[src/pad_pkg.sv]
/*
 * chip pad shell package
 * pad counts, pinout table, power-on timing and the shared pad structs
 */
package pad_pkg;

  //////////////////////
  // pad counts
  //////////////////////

  // 0-13 gpio, 14-16 sw straps, 17-18 tap straps, 19 uart
  localparam int unsigned NMioPads = 20;
  localparam int unsigned PadIdxW  = 5;
  localparam int unsigned NGpio    = 32;
  localparam int unsigned UartPad  = 19;

  // gpio bit for each non-uart pad, everything else on the bus is a hole
  localparam int unsigned GpioPos [UartPad] = '{
    0, 1, 2, 3, 4, 5, 6,
    7, 8, 9, 10, 11, 12, 13,
    // sw straps
    22, 23, 24,
    // tap straps
    27, 30
  };

  //////////////////////
  // supply and por
  //////////////////////

  localparam int unsigned SupplyCntW = 4;

  // low, high, low, then high for good
  localparam logic [SupplyCntW-1:0] SupplyOnA  = 4'd4;
  localparam logic [SupplyCntW-1:0] SupplyOffB = 4'd8;
  localparam logic [SupplyCntW-1:0] SupplyOnC  = 4'd12;

  // consecutive high samples before the chip is let out of reset
  localparam int unsigned PorStable = 6;
  localparam int unsigned PorCntW   = $clog2(PorStable + 1);

  //////////////////////
  // structs
  //////////////////////

  typedef struct packed {
    logic pull_en;
    logic pull_select;
  } pad_attr_t;

  typedef struct packed {
    logic      out;
    logic      oe;
    pad_attr_t attr;
  } pad_ctrl_t;

  // host write to one pad control entry
  typedef struct packed {
    logic [PadIdxW-1:0] idx;
    pad_ctrl_t          ctrl;
  } pad_wr_t;

  // same bit order on all four vectors
  typedef struct packed {
    logic [NGpio-1:0] d2p;
    logic [NGpio-1:0] en;
    logic [NGpio-1:0] pull_en;
    logic [NGpio-1:0] pull_select;
  } gpio_out_t;

  typedef struct packed {
    logic tx;
    logic tx_en;
  } uart_out_t;

  typedef struct packed {
    logic [NMioPads-1:0] mio;
  } pad_in_t;

endpackage : pad_pkg

[src/supply_seq.sv]
/*
 * fake supply sequencer
 * saturating counter on the always-on clock shaping a power-on supply
 */
`timescale 1ns/1ps

module supply_seq (
  input  logic clk_aon,
  input  logic rst_n_i,
  output logic vcc_supp_o
);

  import pad_pkg::*;

  logic [SupplyCntW-1:0] cnt_q;

  // count up once per cycle and park at all ones
  always_ff @(posedge clk_aon or negedge rst_n_i) begin
    if (!rst_n_i) begin
      cnt_q <= '0;
    end else if (cnt_q != '1) begin
      cnt_q <= cnt_q + 1'b1;
    end
  end

  // one glitch before the supply settles high
  always_comb begin
    if (cnt_q < SupplyOnA) begin
      vcc_supp_o = 1'b0;
    end else if (cnt_q < SupplyOffB) begin
      vcc_supp_o = 1'b1;
    end else if (cnt_q < SupplyOnC) begin
      vcc_supp_o = 1'b0;
    end else begin
      vcc_supp_o = 1'b1;
    end
  end

endmodule : supply_seq

[src/por_ctrl.sv]
/*
 * power-ok control
 * filters the supply and releases chip ready once it has been stable
 */
`timescale 1ns/1ps

module por_ctrl (
  input  logic clk_aon,
  input  logic rst_n_i,
  input  logic vcc_supp_i,
  output logic chip_rdy_o
);

  import pad_pkg::*;

  //////////////////////
  // stability counter
  //////////////////////

  logic [PorCntW-1:0] stable_cnt_q;
  logic               stable_hit;
  logic               chip_rdy_q;

  assign stable_hit = (stable_cnt_q == PorCntW'(PorStable));

  // consecutive high samples, any low sample starts over
  always_ff @(posedge clk_aon or negedge rst_n_i) begin
    if (!rst_n_i) begin
      stable_cnt_q <= '0;
    end else if (!vcc_supp_i) begin
      stable_cnt_q <= '0;
    end else if (!stable_hit) begin
      stable_cnt_q <= stable_cnt_q + 1'b1;
    end
  end

  //////////////////////
  // chip ready
  //////////////////////

  // one cycle behind the counter hitting the threshold,
  // short pulses never get there
  always_ff @(posedge clk_aon or negedge rst_n_i) begin
    if (!rst_n_i) begin
      chip_rdy_q <= 1'b0;
    end else if (!vcc_supp_i) begin
      chip_rdy_q <= 1'b0;
    end else begin
      chip_rdy_q <= stable_hit;
    end
  end

  // also used as pad enable at the top
  assign chip_rdy_o = chip_rdy_q;

endmodule : por_ctrl

[src/pad_reg_bank.sv]
/*
 * pad control register bank
 * one control entry per muxed pad, written over a valid/ready port
 */
`timescale 1ns/1ps

module pad_reg_bank (
  input  logic                                       clk_aon,
  input  logic                                       rst_n_i,
  input  logic                                       chip_rdy_i,
  input  logic                                       wr_valid_i,
  output logic                                       wr_ready_o,
  input  pad_pkg::pad_wr_t                           wr_i,
  output pad_pkg::pad_ctrl_t [pad_pkg::NMioPads-1:0] pad_ctrl_o
);

  import pad_pkg::*;

  pad_ctrl_t [NMioPads-1:0] pad_q;
  logic                     wr_fire;
  logic                     wr_in_range;

  //////////////////////
  // handshake
  //////////////////////

  // host is held off until power-ok
  assign wr_ready_o = chip_rdy_i;
  assign wr_fire    = wr_valid_i && wr_ready_o;

  // out of range writes complete but land nowhere
  assign wr_in_range = (wr_i.idx < PadIdxW'(NMioPads));

  //////////////////////
  // control registers
  //////////////////////

  always_ff @(posedge clk_aon or negedge rst_n_i) begin
    if (!rst_n_i) begin
      pad_q <= '0;
    end else if (!chip_rdy_i) begin
      // pads fall back to idle whenever power-ok drops
      pad_q <= '0;
    end else if (wr_fire && wr_in_range) begin
      pad_q[wr_i.idx] <= wr_i.ctrl;
    end
  end

  assign pad_ctrl_o = pad_q;

endmodule : pad_reg_bank

[src/in_sync.sv]
/*
 * two-flop synchronizer for any packed payload
 */
`timescale 1ns/1ps

module in_sync #(
  parameter type T = logic
) (
  input  logic clk_aon,
  input  logic rst_n_i,
  input  T     d_i,
  output T     q_o
);

  T meta_q;
  T sync_q;

  always_ff @(posedge clk_aon or negedge rst_n_i) begin
    if (!rst_n_i) begin
      meta_q <= '0;
      sync_q <= '0;
    end else begin
      meta_q <= d_i;
      sync_q <= meta_q;
    end
  end

  assign q_o = sync_q;

endmodule : in_sync

[src/gpio_pinout.sv]
/*
 * fixed pinout
 * places pad controls on the gpio bus and uart pad, gathers pad inputs
 */
`timescale 1ns/1ps

module gpio_pinout (
  input  logic                                       pad_en_i,
  input  pad_pkg::pad_ctrl_t [pad_pkg::NMioPads-1:0] pad_ctrl_i,
  input  logic [pad_pkg::NGpio-1:0]                  gpio_p2d_i,
  input  logic                                       uart_rx_i,
  output pad_pkg::gpio_out_t                         gpio_o,
  output pad_pkg::uart_out_t                         uart_o,
  output pad_pkg::pad_in_t                           pad_in_o
);

  import pad_pkg::*;

  //////////////////////
  // outputs to pads
  //////////////////////

  // holes stay at the default zero, only mapped bits get written
  always_comb begin : scatter_gpio
    gpio_o = '0;
    if (pad_en_i) begin
      for (int unsigned p = 0; p < UartPad; p++) begin
        gpio_o.d2p[GpioPos[p]]         = pad_ctrl_i[p].out;
        gpio_o.en[GpioPos[p]]          = pad_ctrl_i[p].oe;
        gpio_o.pull_en[GpioPos[p]]     = pad_ctrl_i[p].attr.pull_en;
        gpio_o.pull_select[GpioPos[p]] = pad_ctrl_i[p].attr.pull_select;
      end
    end
  end

  // uart tx sits on its own pad, pull is not brought out
  always_comb begin : drive_uart
    uart_o = '0;
    if (pad_en_i) begin
      uart_o.tx    = pad_ctrl_i[UartPad].out;
      uart_o.tx_en = pad_ctrl_i[UartPad].oe;
    end
  end

  //////////////////////
  // inputs from pads
  //////////////////////

  // same table in reverse, rx lands on the uart pad
  always_comb begin : gather_inputs
    pad_in_o = '0;
    for (int unsigned p = 0; p < UartPad; p++) begin
      pad_in_o.mio[p] = gpio_p2d_i[GpioPos[p]];
    end
    pad_in_o.mio[UartPad] = uart_rx_i;
  end

endmodule : gpio_pinout

[src/chip_pad_shell.sv]
/*
 * chip pad shell top
 * power-on sequencing, pad control bank and gpio/uart pinout
 */
`timescale 1ns/1ps

module chip_pad_shell (
  input  logic                      clk_aon,
  input  logic                      rst_n_i,

  // host pad write port
  input  logic                      pad_wr_valid_i,
  output logic                      pad_wr_ready_o,
  input  pad_pkg::pad_wr_t          pad_wr_i,

  // pads
  input  logic [pad_pkg::NGpio-1:0] gpio_p2d_i,
  input  logic                      uart_rx_i,
  output pad_pkg::gpio_out_t        gpio_o,
  output pad_pkg::uart_out_t        uart_o,
  output pad_pkg::pad_in_t          pad_in_o,

  output logic                      chip_rdy_o
);

  import pad_pkg::*;

  logic                     vcc_supp;
  logic                     vcc_supp_sync;
  logic                     chip_rdy;
  pad_ctrl_t [NMioPads-1:0] pad_ctrl;
  pad_in_t                  pad_in_raw;

  //////////////////////
  // power-on
  //////////////////////

  supply_seq u_supply_seq (
    .clk_aon    (clk_aon),
    .rst_n_i    (rst_n_i),
    .vcc_supp_o (vcc_supp)
  );

  // supply would be asynchronous on silicon
  in_sync #(
    .T (logic)
  ) u_supply_sync (
    .clk_aon (clk_aon),
    .rst_n_i (rst_n_i),
    .d_i     (vcc_supp),
    .q_o     (vcc_supp_sync)
  );

  por_ctrl u_por_ctrl (
    .clk_aon    (clk_aon),
    .rst_n_i    (rst_n_i),
    .vcc_supp_i (vcc_supp_sync),
    .chip_rdy_o (chip_rdy)
  );

  assign chip_rdy_o = chip_rdy;

  //////////////////////
  // pad datapath
  //////////////////////

  pad_reg_bank u_pad_reg_bank (
    .clk_aon    (clk_aon),
    .rst_n_i    (rst_n_i),
    .chip_rdy_i (chip_rdy),
    .wr_valid_i (pad_wr_valid_i),
    .wr_ready_o (pad_wr_ready_o),
    .wr_i       (pad_wr_i),
    .pad_ctrl_o (pad_ctrl)
  );

  // chip ready doubles as the pad enable
  gpio_pinout u_gpio_pinout (
    .pad_en_i   (chip_rdy),
    .pad_ctrl_i (pad_ctrl),
    .gpio_p2d_i (gpio_p2d_i),
    .uart_rx_i  (uart_rx_i),
    .gpio_o     (gpio_o),
    .uart_o     (uart_o),
    .pad_in_o   (pad_in_raw)
  );

  in_sync #(
    .T (pad_in_t)
  ) u_pad_in_sync (
    .clk_aon (clk_aon),
    .rst_n_i (rst_n_i),
    .d_i     (pad_in_raw),
    .q_o     (pad_in_o)
  );

endmodule : chip_pad_shell

[config.mk]
export PLATFORM = sky130hd
export DESIGN_NAME = chip_pad_shell
export DESIGN_NICKNAME = d
export VERILOG_FILES = /design/src/pad_pkg.sv /design/src/supply_seq.sv /design/src/por_ctrl.sv /design/src/pad_reg_bank.sv /design/src/in_sync.sv /design/src/gpio_pinout.sv /design/src/chip_pad_shell.sv
export SDC_FILE = /design/constraint.sdc
export NUM_CORES = 1
export LEC_CHECK = 0
export ABC_AREA = 1
export BUFFER_PORTS_ARGS = -buffer_cell sky130_fd_sc_hd__buf_2
export CORE_ASPECT_RATIO = 1.2
export CORE_MARGIN = 4
export CORE_UTILIZATION = 51
export CTS_CLUSTER_SIZE = 40
export DETAILED_ROUTE_END_ITERATION = 10
export MAX_ROUTING_LAYER = met4
export PLACE_DENSITY = 0.81
export REMOVE_ABC_BUFFERS = 1
export SLEW_MARGIN = 40
export SYNTH_ARGS = -nofsm -noshare
export SYNTH_HDL_FRONTEND = slang
export SYNTH_HIERARCHICAL = 1
export SYNTH_SLANG_ARGS = --single-unit
[constraint.sdc]
create_clock -name clk_aon -period 1.2 [get_ports clk_aon]
set_input_delay 0.24 -clock clk_aon [delete_from_list [all_inputs] [get_ports clk_aon]]
set_output_delay 0.24 -clock clk_aon [all_outputs]
set_load 0.005 [all_outputs]
==> results of run 1 <==
what timing repair did:
action / 4_1_cts / 5_1_grt
gates cloned: 0 / 6
setup buffers: 1 / 14
endpoints found under the hold margin: 36 / 0
endpoints found under the setup margin: 92 / 158
resized for setup: 5 / 113
hold buffers: 21 / 0
routing by layer:
layer / GRT usage, % / wire length (microns)
met5: - / 0
met1: 25.8 / 5690
met2: 33.6 / 7840
met4: 6.10 / 452
met3: 5.36 / 953
final timing paths:
path,from,endpoint,depth (start not counted)
setup / recovery,u_por_ctrl/chip_rdy_o$_DFF_PN0_,gpio_o[1],5
hold / removal,rst_n_i,u_pad_in_sync/q_o[5]$_DFF_PN0_,2
setup reg to reg,u_por_ctrl/chip_rdy_o$_DFF_PN0_,u_pad_reg_bank/pad_ctrl_o[68]$_DFFE_PN0P_,6
hold reg to reg,u_pad_in_sync/meta_q[11]$_DFF_PN0_,u_pad_in_sync/q_o[11]$_DFF_PN0_,0
max in group asynchronous,rst_n_i,u_pad_reg_bank/pad_ctrl_o[60]$_DFFE_PN0P_,3
min in group clk_aon,pad_wr_i[3],u_pad_reg_bank/pad_ctrl_o[3]$_DFFE_PN0P_,4
per-stage QoR:
stage               utilization [%]  total power [mW]  instances  setup slack [ns]  hold slack (ns)
CTS                            66.3              11.1       1020            -0.475            0.253
global placement               59.2              6.23        966            -0.171            0.146
finish                         70.2              11.3       1039            -0.523            0.262
floorplan                         -              5.54        643             -2.57          -0.0556
global route                   70.2              11.8       1039            -0.574            0.257
detailed placement             59.2              6.27        966            -0.225            0.144
layout make-up:
cell class	instances	area, sq um	area share, %
clock inverter	15	139	1.78
inverter	98	370	4.74
sequential	128	3210	41.0
timing repair buffer	210	1550	19.8
multi-input combinational	417	1940	24.8
clock buffer	17	425	5.44
tap	154	193	2.46
sequential cells by signal (all words and copies together) (netlist names):
signal                     flops
u_supply_sync/meta_q           1
u_pad_reg_bank/pad_ctrl_o     78
u_por_ctrl/chip_rdy_o          1
u_supply_seq/cnt_q             4
u_por_ctrl/stable_cnt_q        3
u_pad_in_sync/q_o             20
u_supply_sync/q_o              1
u_pad_in_sync/meta_q          20
worst max-delay path, delay by kind of cell, from the launching register on:
family	cells	cell delay, ns
buffers and inverters	4	0.48
flip-flops	1	0.53
AND/OR/NAND/NOR	1	0.06
power by group through the flow:
stage | clock (mW) | combinational, mW | sequential [mW]
2_1_floorplan | 0 | 0.643 | 4.89
4_1_cts | 4.88 | 1.39 | 4.87
6_report | 4.82 | 1.53 | 4.91
3_5_place_dp | 0 | 1.33 | 4.94
5_1_grt | 5.13 | 1.72 | 4.95
3_3_place_gp | 0 | 1.30 | 4.93
==> flow_metrics.env, run 1 <==
export IMPL_switching_power_mw=3.12
export IMPL_synth_avg_cell_area_sq_um=8.51
export IMPL_synth_warnings=6
export IMPL_dpl_cell_area_sq_um=6600
export IMPL_tritoncts="built"
export IMPL_hpwl_microns=9060
export IMPL_vias_per_cell=4.70
export IMPL_design_area_sq_um=7820
export IMPL_critPathLaunchType="flop"
export IMPL_gr_total_overflow=0
export IMPL_setup_viol=158
export IMPL_max_freq_mhz=580
export IMPL_p_leak_nw=4.65
export IMPL_post_drt_wl_per_cell_microns=14.4
export IMPL_vias=4881
export IMPL_violations="setup timing"
export IMPL_clock_latency_ns=0.41
export IMPL_first_pass_iters=5
export IMPL_die_height_microns=125
export IMPL_cap_violations=0
export IMPL_drtAntennaViolNets=0
export IMPL_path_class="reg2out"
export IMPL_required_ns=0.96
export IMPL_synth_area_sq_um=5840
export IMPL_grtUsageTotal_pct=20.7
export IMPL_power_density_nw_per_um2=1440
export IMPL_swShare_pct=27.7
export IMPL_fp_dieW_microns=106
export IMPL_slowest_delay_ns=0.53
export IMPL_cts_buffers_inserted=17
export IMPL_clkTransAtPathRegs_ns=0.06
export IMPL_fin_crit_sh_pct=144
export IMPL_finalWorstSetupSlack_ns=-0.523
export IMPL_rows=42
export IMPL_path_cells="buf_8, buf_12, nand2_2, inv_1, buf_2"
export IMPL_ir_worst_vdd_uv=878
export IMPL_final_nets=920
export IMPL_rsz0062_at_grt="yes"
export IMPL_pwr_share_comb_pct=13.6
export IMPL_fin_skew_ns=0.00510
export IMPL_crit_slowest_cell="dfrtp_4"
export IMPL_nFillCells=853
export IMPL_grt_antenna_before_repair=0
export IMPL_setup_tns_ns=-45.81
export IMPL_cts_sinks=128
export IMPL_drt_wl_total_microns=14900
export IMPL_clkPwrFrac_pct=42.8
export IMPL_remaining_drc_errors=0
export IMPL_final_cell_mix="177 x nand2_1, 127 x dfrtp_1, 124 x buf_2"
export IMPL_hold_viol=0
export IMPL_reg2reg_slack_ns=-0.28
export IMPL_slew_viol_final=0
export IMPL_crit_arrival_ns=1.48
export IMPL_htreeDepth=4
export IMPL_crit_path_end_kind="primary output"
export IMPL_period_needed_ns=1.72
export IMPL_pin_count=197
export IMPL_start_util_pct=52.5
export IMPL_netlist_instances=687
export IMPL_pwr_share_seq_pct=43.6
export IMPL_final_common_cell="nand2_1"
export IMPL_p_int_mw=8.14
export IMPL_grt_max_degree=41
export IMPL_die_area_sq_um=13200
export IMPL_gp_congestion=0.808
export IMPL_areaGrowthSynthToFinish_pct=33.8
export IMPL_diodes=0
export IMPL_grt_pass1_vias=4350
export IMPL_hold_path_class="in2async"
export IMPL_core_sq_um=11100
export IMPL_cts_root_buffer="clkbuf_16"
export IMPL_clockBufferDepth=2
export IMPL_grt_pass1_wl_microns=21300
export IMPL_port_buffers=131
export IMPL_drive_gt1_share_pct=32.0
export IMPL_critPathMaxFanout=12
export IMPL_drtIter0Drc=321
export IMPL_status="finished, violations left"
Note: power is estimated with default switching activity, not from simulation.
==> inputs of run 2 (changes only) <==
--- a/config.mk
+++ b/config.mk
@@ -9,11 +9,11 @@
 export BUFFER_PORTS_ARGS = -buffer_cell sky130_fd_sc_hd__buf_2
 export CORE_ASPECT_RATIO = 1.2
 export CORE_MARGIN = 4
-export CORE_UTILIZATION = 51
+export CORE_UTILIZATION = 50
 export CTS_CLUSTER_SIZE = 40
 export DETAILED_ROUTE_END_ITERATION = 10
 export MAX_ROUTING_LAYER = met4
-export PLACE_DENSITY = 0.81
+export PLACE_DENSITY = 0.79
 export REMOVE_ABC_BUFFERS = 1
 export SLEW_MARGIN = 40
 export SYNTH_ARGS = -nofsm -noshare
==> constraint.sdc (replaced) <==
create_clock -name clk_aon -period 2.1 [get_ports clk_aon]
set_input_delay 0.42 -clock clk_aon [delete_from_list [all_inputs] [get_ports clk_aon]]
set_output_delay 0.42 -clock clk_aon [all_outputs]
set_load 0.005 [all_outputs]
==> run 2 against run 1 <==
  * The run now ends clean
  * Wire length is 17% lower
  * Clock power shrank 39%
  * Setup slack better by 0.67 ns
  * Non-clock buffer count down 66
  * First-iteration DRC count is 5.6% higher
  * Critical path depth decreased by 1
  * Largest power group is now the clock network
  * Critical path type unchanged
  * Global-route usage down 1.5 points
==> flow_metrics.env, run 2 (synthesized netlist as in run 1, its figures left out) <==
export IMPL_period_needed_ns=1.95
export IMPL_clock_latency_ns=0.41
export IMPL_slew_headroom_pct=64.6
export IMPL_cts_buffers_inserted=17
export IMPL_multi_input_area_sq_um=1800
export IMPL_crit_slowest_cell="dfrtp_4"
export IMPL_p_leak_nw=4.28
export IMPL_drtIter0Drc=339
export IMPL_die_height_microns=126
export IMPL_fp_dieW_microns=107
export IMPL_grt_pass1_vias=4125
export IMPL_critPathMaxFanout=41
export IMPL_max_freq_mhz=512
export IMPL_path_buf_inv=3
export IMPL_critPathLaunchType="flop"
export IMPL_hold_viol=0
export IMPL_grt_antenna_before_repair=0
export IMPL_core_sq_um=11500
export IMPL_drtAntennaViolNets=0
export IMPL_final_nets=854
export IMPL_largest_register_ffs=78
export IMPL_hold_path_class="in2reg"
export IMPL_slowest_delay_ns=0.60
export IMPL_tritoncts="built"
export IMPL_final_cell_mix="208 x nand2_1, 130 x buf_2, 127 x dfrtp_1"
export IMPL_pin_count=197
export IMPL_fin_crit_sh_pct=93.0
export IMPL_first_pass_iters=5
export IMPL_cap_violations=0
export IMPL_slew_viol_final=0
export IMPL_htreeDepth=4
export IMPL_nFillCells=1013
export IMPL_grt_pass1_wl_microns=19900
export IMPL_cpLargestDelayFamily="flip-flops"
export IMPL_port_buffers=131
export IMPL_design_area_sq_um=6980
export IMPL_diodes=0
export IMPL_rsz0062_at_grt="no"
export IMPL_gp_congestion=0.778
export IMPL_die_area_sq_um=13500
export IMPL_areaGrowthSynthToFinish_pct=19.5
export IMPL_power_density_nw_per_um2=920
export IMPL_gr_total_overflow=0
export IMPL_cts_sinks=128
export IMPL_finalWorstSetupSlack_ns=0.147
export IMPL_grtUsageTotal_pct=19.2
export IMPL_cts_root_buffer="clkbuf_16"
export IMPL_drt_wl_total_microns=12300
export IMPL_path_cells="buf_12, nand2_1, inv_1, buf_2"
export IMPL_status="complete, no violations"
export IMPL_crit_path_end_kind="primary output"
export IMPL_drive_gt1_share_pct=22.7
export IMPL_path_class="reg2out"
export IMPL_grt_max_degree=51
export IMPL_vias_per_cell=4.66
export IMPL_final_common_cell="nand2_1"
export IMPL_place_worst_setup_slack_ns=0.427
export IMPL_setup_viol=0
export IMPL_ir_worst_vdd_uv=592
export IMPL_cts_repair_resized=0
export IMPL_post_drt_wl_per_cell_microns=12.7
export IMPL_vias=4548
export IMPL_clockBufferDepth=2
export IMPL_required_ns=1.68
export IMPL_crit_arrival_ns=1.53
export IMPL_rows=43
export IMPL_tightest_slew_ns=0.527
export IMPL_hpwl_microns=8580
export IMPL_dpl_cell_area_sq_um=6360
export IMPL_start_util_pct=50.8
export IMPL_fin_skew_ns=0.00745
export IMPL_total_power_mw=6.42
export IMPL_remaining_drc_errors=0
export IMPL_clkTransAtPathRegs_ns=0.06
export IMPL_seq_area_sq_um=3210
==> run 2: cell count changes in the layout (fill, tap and decap cells not counted), sizes merged <==
cell,before,now
clkbuf,18,17
dlygate4sd3,21,1
buf,188,143
clkinvlp,2,3
bufinv,0,2
clkinv,7,8
inv,104,100
==> run 2: stage by stage <==
stage,hold slack (ns),cells,setup TNS [ns],utilization (%)
after global placement,0.331,942,0,55.2
final,0.107,976,0,60.6
after floorplan,0.124,643,-210.28,-
after CTS,0.0940,975,0,60.5
after global routing,0.0907,976,0,60.6
after detailed placement,0.336,942,0,55.2
==> run 2: path summary, 6_finish.rpt <==
| kind | from | end | slack [ns] | cells after the start |
|---|---|---|---|---|
| min in group asynchronous | rst_n_i | u_pad_in_sync/meta_q[16]$_DFF_PN0_ | 0.51 | 2 |
| worst max-delay path | u_por_ctrl/chip_rdy_o$_DFF_PN0_ | gpio_o[105] | 0.15 | 4 |
| worst min register to register | u_supply_sync/meta_q$_DFF_PN0_ | u_supply_sync/q_o$_DFF_PN0_ | 0.34 | 0 |
| worst max register to register | u_por_ctrl/chip_rdy_o$_DFF_PN0_ | u_pad_reg_bank/pad_ctrl_o[59]$_DFFE_PN0P_ | 0.45 | 5 |
| worst min-delay path | gpio_p2d_i[8] | u_pad_in_sync/meta_q[8]$_DFF_PN0_ | 0.11 | 1 |
| max in group asynchronous | rst_n_i | u_por_ctrl/chip_rdy_o$_DFF_PN0_ | 0.93 | 3 |
==> run 2: worst register-to-register path: stages (launching register included) <==
cell and delay [ns]:
dfrtp_4 0.61, buf_8 0.21, nand2_1 0.09, clkinv_1 0.33, nand2_1 0.21, nand2_1 0.08
==> run 2: what timing repair did <==
action / 4_1_cts / 5_1_grt
hold buffers: 1 / 0
setup endpoints to repair: 0 / 62
endpoints found under the hold margin: 36 / 0
buffers inserted: 0 / 1
==> run 2: power by group <==
group	total, mW	switching [mW]	internal [mW]
combinational	0.715	0.401	0.313
sequential	2.78	0.106	2.68
clock	2.93	1.14	1.78
==> run 2: layout make-up <==
cell class                      count  share of cell area, %
Inverter                           98                   5.27
Timing Repair Buffer              144                   11.7
Clock inverter                     15                   2.47
Clock buffer                       17                   6.09
Sequential cell                   128                   45.9
Tap cell                          157                   2.81
Multi-Input combinational cell    417                   25.7
==> run 2: metal layers <==
metal / GRT usage, % / vias to the layer above / share of wire (%)
li1: - / 2224 / -
met1: 24.4 / 2131 / 42
met2: 30.1 / 168 / 50
met4: 8.88 / 0 / 2.5
met5: - / - / 0
met3: 3.56 / 25 / 6.0
==> inputs of run 3 (changes only) <==
--- a/config.mk
+++ b/config.mk
@@ -13,10 +13,9 @@
 export CTS_CLUSTER_SIZE = 40
 export DETAILED_ROUTE_END_ITERATION = 10
 export MAX_ROUTING_LAYER = met4
-export PLACE_DENSITY = 0.79
+export PLACE_DENSITY = 0.81
 export REMOVE_ABC_BUFFERS = 1
 export SLEW_MARGIN = 40
 export SYNTH_ARGS = -nofsm -noshare
 export SYNTH_HDL_FRONTEND = slang
-export SYNTH_HIERARCHICAL = 1
 export SYNTH_SLANG_ARGS = --single-unit
==> run 3 against run 2 <==
  * The flow now finishes with violations (hold timing)
  * Final cell count down 7.2%
  * Worst hold slack worse by 0.11 ns
  * Sequential power about the same
  * Combinational power is 9.0% higher
  * Setup slack better by 0.086 ns
  * Highest routed layer unchanged
  * Sequential share of layout area rose by 1.9 points
  * Via count shrank 9.1%
  * Clock power fell by 3%
  * Critical path depth is the same
  * Largest cell class unchanged
  * Register-to-register slack better by 0.17 ns
==> flow_metrics.env, run 3 <==
export IMPL_drtIter0Drc=266
export IMPL_cpLargestDelayFamily="buffers and inverters"
export IMPL_post_drt_wl_per_cell_microns=12.9
export IMPL_clock_latency_ns=0.40
export IMPL_total_power_mw=6.38
export IMPL_synth_avg_cell_area_sq_um=8.77
export IMPL_synth_top_area_share_pct=58.9
export IMPL_synth_seq_cells=128
export IMPL_async_flop_share_pct=100
export IMPL_rsz0062_at_grt="no"
export IMPL_netlist_top_cells_area="dfrtp_1 59%, nand2_1 14%, buf_4 7.9%, inv_1 6.6%, o21ai_0 5.1%"
export IMPL_gr_total_overflow=0
export IMPL_slew_viol_final=0
export IMPL_ys_flop_type="dfrtp_1"
export IMPL_drt_wl_total_microns=11700
export IMPL_synth_area_leader_cell="dfrtp_1"
export IMPL_port_buffers=131
export IMPL_required_ns=1.68
export IMPL_grt_max_degree=85
export IMPL_critPathMaxFanout=84
export IMPL_hpwl_microns=8290
export IMPL_slowest_delay_ns=0.37
export IMPL_reg2reg_slack_ns=0.62
export IMPL_path_class="reg2out"
export IMPL_grt_pass1_wl_microns=18400
export IMPL_hold_path_class="in2async"
export IMPL_synth_edf_count=0
export IMPL_period_needed_ns=1.87
export IMPL_synth_common_cells="207 x nand2_1, 128 x dfrtp_1, 96 x inv_1"
export IMPL_tritoncts="built"
export IMPL_clkTransAtPathRegs_ns=0.05
export IMPL_slew_headroom_pct=64.1
export IMPL_postCtsSetupBuffers=0
export IMPL_final_nets=812
export IMPL_crit_slowest_cell="dfrtp_2"
export IMPL_largest_register_ffs=78
export IMPL_vias=4133
export IMPL_gp_congestion=0.749
export IMPL_synth_most_common_cell="nand2_1"
export IMPL_vias_per_cell=4.56
export IMPL_die_area_sq_um=12600
export IMPL_diodes=0
export IMPL_ir_worst_vdd_uv=629
export IMPL_ys_seq_area_share_pct=58.9
export IMPL_cts_sinks=128
export IMPL_timing_hold_ws_ns=-0.00204
export IMPL_start_util_pct=51.5
export IMPL_fin_skew_ns=0.00462
export IMPL_r2r_end="u_pad_reg_bank.pad_ctrl_o[1]$_DFFE_PN0P_"
export IMPL_p_leak_nw=4.12
export IMPL_ys_types=19
export IMPL_areaGrowthSynthToFinish_pct=23.1
export IMPL_crit_path_end_kind="primary output"
export IMPL_remaining_drc_errors=0
export IMPL_crit_arrival_ns=1.45
export IMPL_netlist_instances=620
export IMPL_violations="hold timing"
export IMPL_path_cells="buf_12, nand2_1, inv_1, buf_2"
export IMPL_critPathLaunchType="flop"
export IMPL_hold_viol=3
export IMPL_first_pass_iters=4
export IMPL_cts_buffers_inserted=17
export IMPL_setup_viol=0
export IMPL_power_density_nw_per_um2=953
export IMPL_cts_root_buffer="clkbuf_16"
export IMPL_cts_repair_resized=0
export IMPL_startpoint="u_por_ctrl.chip_rdy_o$_DFF_PN0_"
export IMPL_fin_crit_sh_pct=88.9
export IMPL_pin_count=197
export IMPL_max_freq_mhz=536
export IMPL_fp_dieW_microns=103
export IMPL_final_cell_mix="207 x nand2_1, 130 x buf_2, 127 x dfrtp_1"
export IMPL_core_sq_um=10600
export IMPL_clockBufferDepth=2
export IMPL_path_buf_inv=3
export IMPL_synth_area_sq_um=5440
export IMPL_grt_antenna_before_repair=0
export IMPL_tightest_slew_ns=0.539
export IMPL_grtUsageTotal_pct=19.6
export IMPL_synth_warnings=0
export IMPL_die_height_microns=122
export IMPL_setup_tns_ns=0
export IMPL_rows=41
export IMPL_regToRegStartpoint="u_por_ctrl.chip_rdy_o$_DFF_PN0_"
export IMPL_drive_gt1_share_pct=22.9
export IMPL_status="finished, violations left"
export IMPL_drtAntennaViolNets=0
export IMPL_cap_violations=0
export IMPL_reg2reg_depth=6
export IMPL_cts_hold_repair_buffers=0
export IMPL_htreeDepth=4
export IMPL_final_common_cell="nand2_1"
export IMPL_grt_pass1_vias=4000
run 3: cell types whose count changed in the layout (fill, tap and decap cells not counted), moves of 3 or more:
| cell | previous run | this run |
|---|---|---|
| nand3_1 | 81 | 35 |
| o21ai_0 | 33 | 55 |
| inv_6 | 7 | 0 |
| o21ai_1 | 6 | 0 |
| inv_1 | 91 | 96 |
| clkinv_1 | 6 | 2 |
| nand4_1 | 4 | 0 |
| nor2_1 | 19 | 15 |
| clkbuf_1 | 0 | 3 |
| clkbuf_8 | 0 | 3 |
| clkinv_2 | 0 | 3 |
run 3: worst max path at each step:
stage	endpoint	slack [ns]	cells past startpoint
after global placement	u_pad_reg_bank.pad_ctrl_o[53]$_DFFE_PN0P_	0.54	6
after floorplan	u_pad_reg_bank.pad_ctrl_o[2]$_DFFE_PN0P_	-0.31	4
after global routing	gpio_o[94]	0.15	4
after CTS	gpio_o[54]	0.22	4
after detailed placement	u_pad_reg_bank.pad_ctrl_o[54]$_DFFE_PN0P_	0.47	6
final	gpio_o[54]	0.23	4
run 3: cells by family (layout without fill, tap and decap cells):
family	count (synthesis)	after routing	synth area share (%)
simple gates	261	261	19.0
compound gates	56	56	5.20
fa+ha+maj	3	3	0.690
buf+inv	169	275	15.8
flops	128	128	58.9
xor+xnor	2	2	0.322
other cells	1	52	0.0689
run 3: power by group:
group	internal [mW]	leakage (nW)	switching [mW]	total (mW)
Combinational	0.313	2.24	0.466	0.779
Clock	1.84	0.283	1.01	2.85
Sequential	2.69	1.59	0.0604	2.75
Total	4.85	4.12	1.54	6.38
run 3: area by class of cell:
class                           instances  area, sq um
Clock inverter                          9          108
Timing Repair Buffer                  144          806
Fill cell                             923         3870
Inverter                               99          372
Sequential cell                       128         3200
Multi-Input combinational cell        374         1570
Clock buffer                           23          478
Tap cell                              129          161
run 3: metal layers:
layer	wire, microns	GRT usage, %	share of wire, %	vias up
li1	-	-	-	2042
met1	4810	23.6	41	1936
met2	5990	32.1	51	142
met3	735	5.12	6.3	13
met4	135	6.32	1.2	0
met5	0	-	0	-
run 3: through the flow:
step	setup slack (ns)	hold WS, ns	area (sq um)	util [%]	instances
floorplan	-0.312	0.124	5140	-	601
global placement	0.535	0.331	6110	57.8	874
detailed placement	0.469	0.335	6110	57.8	874
CTS	0.219	0.00781	6700	63.4	906
global route	0.151	0.0226	6700	63.4	906
finish	0.233	-0.00204	6700	63.4	906
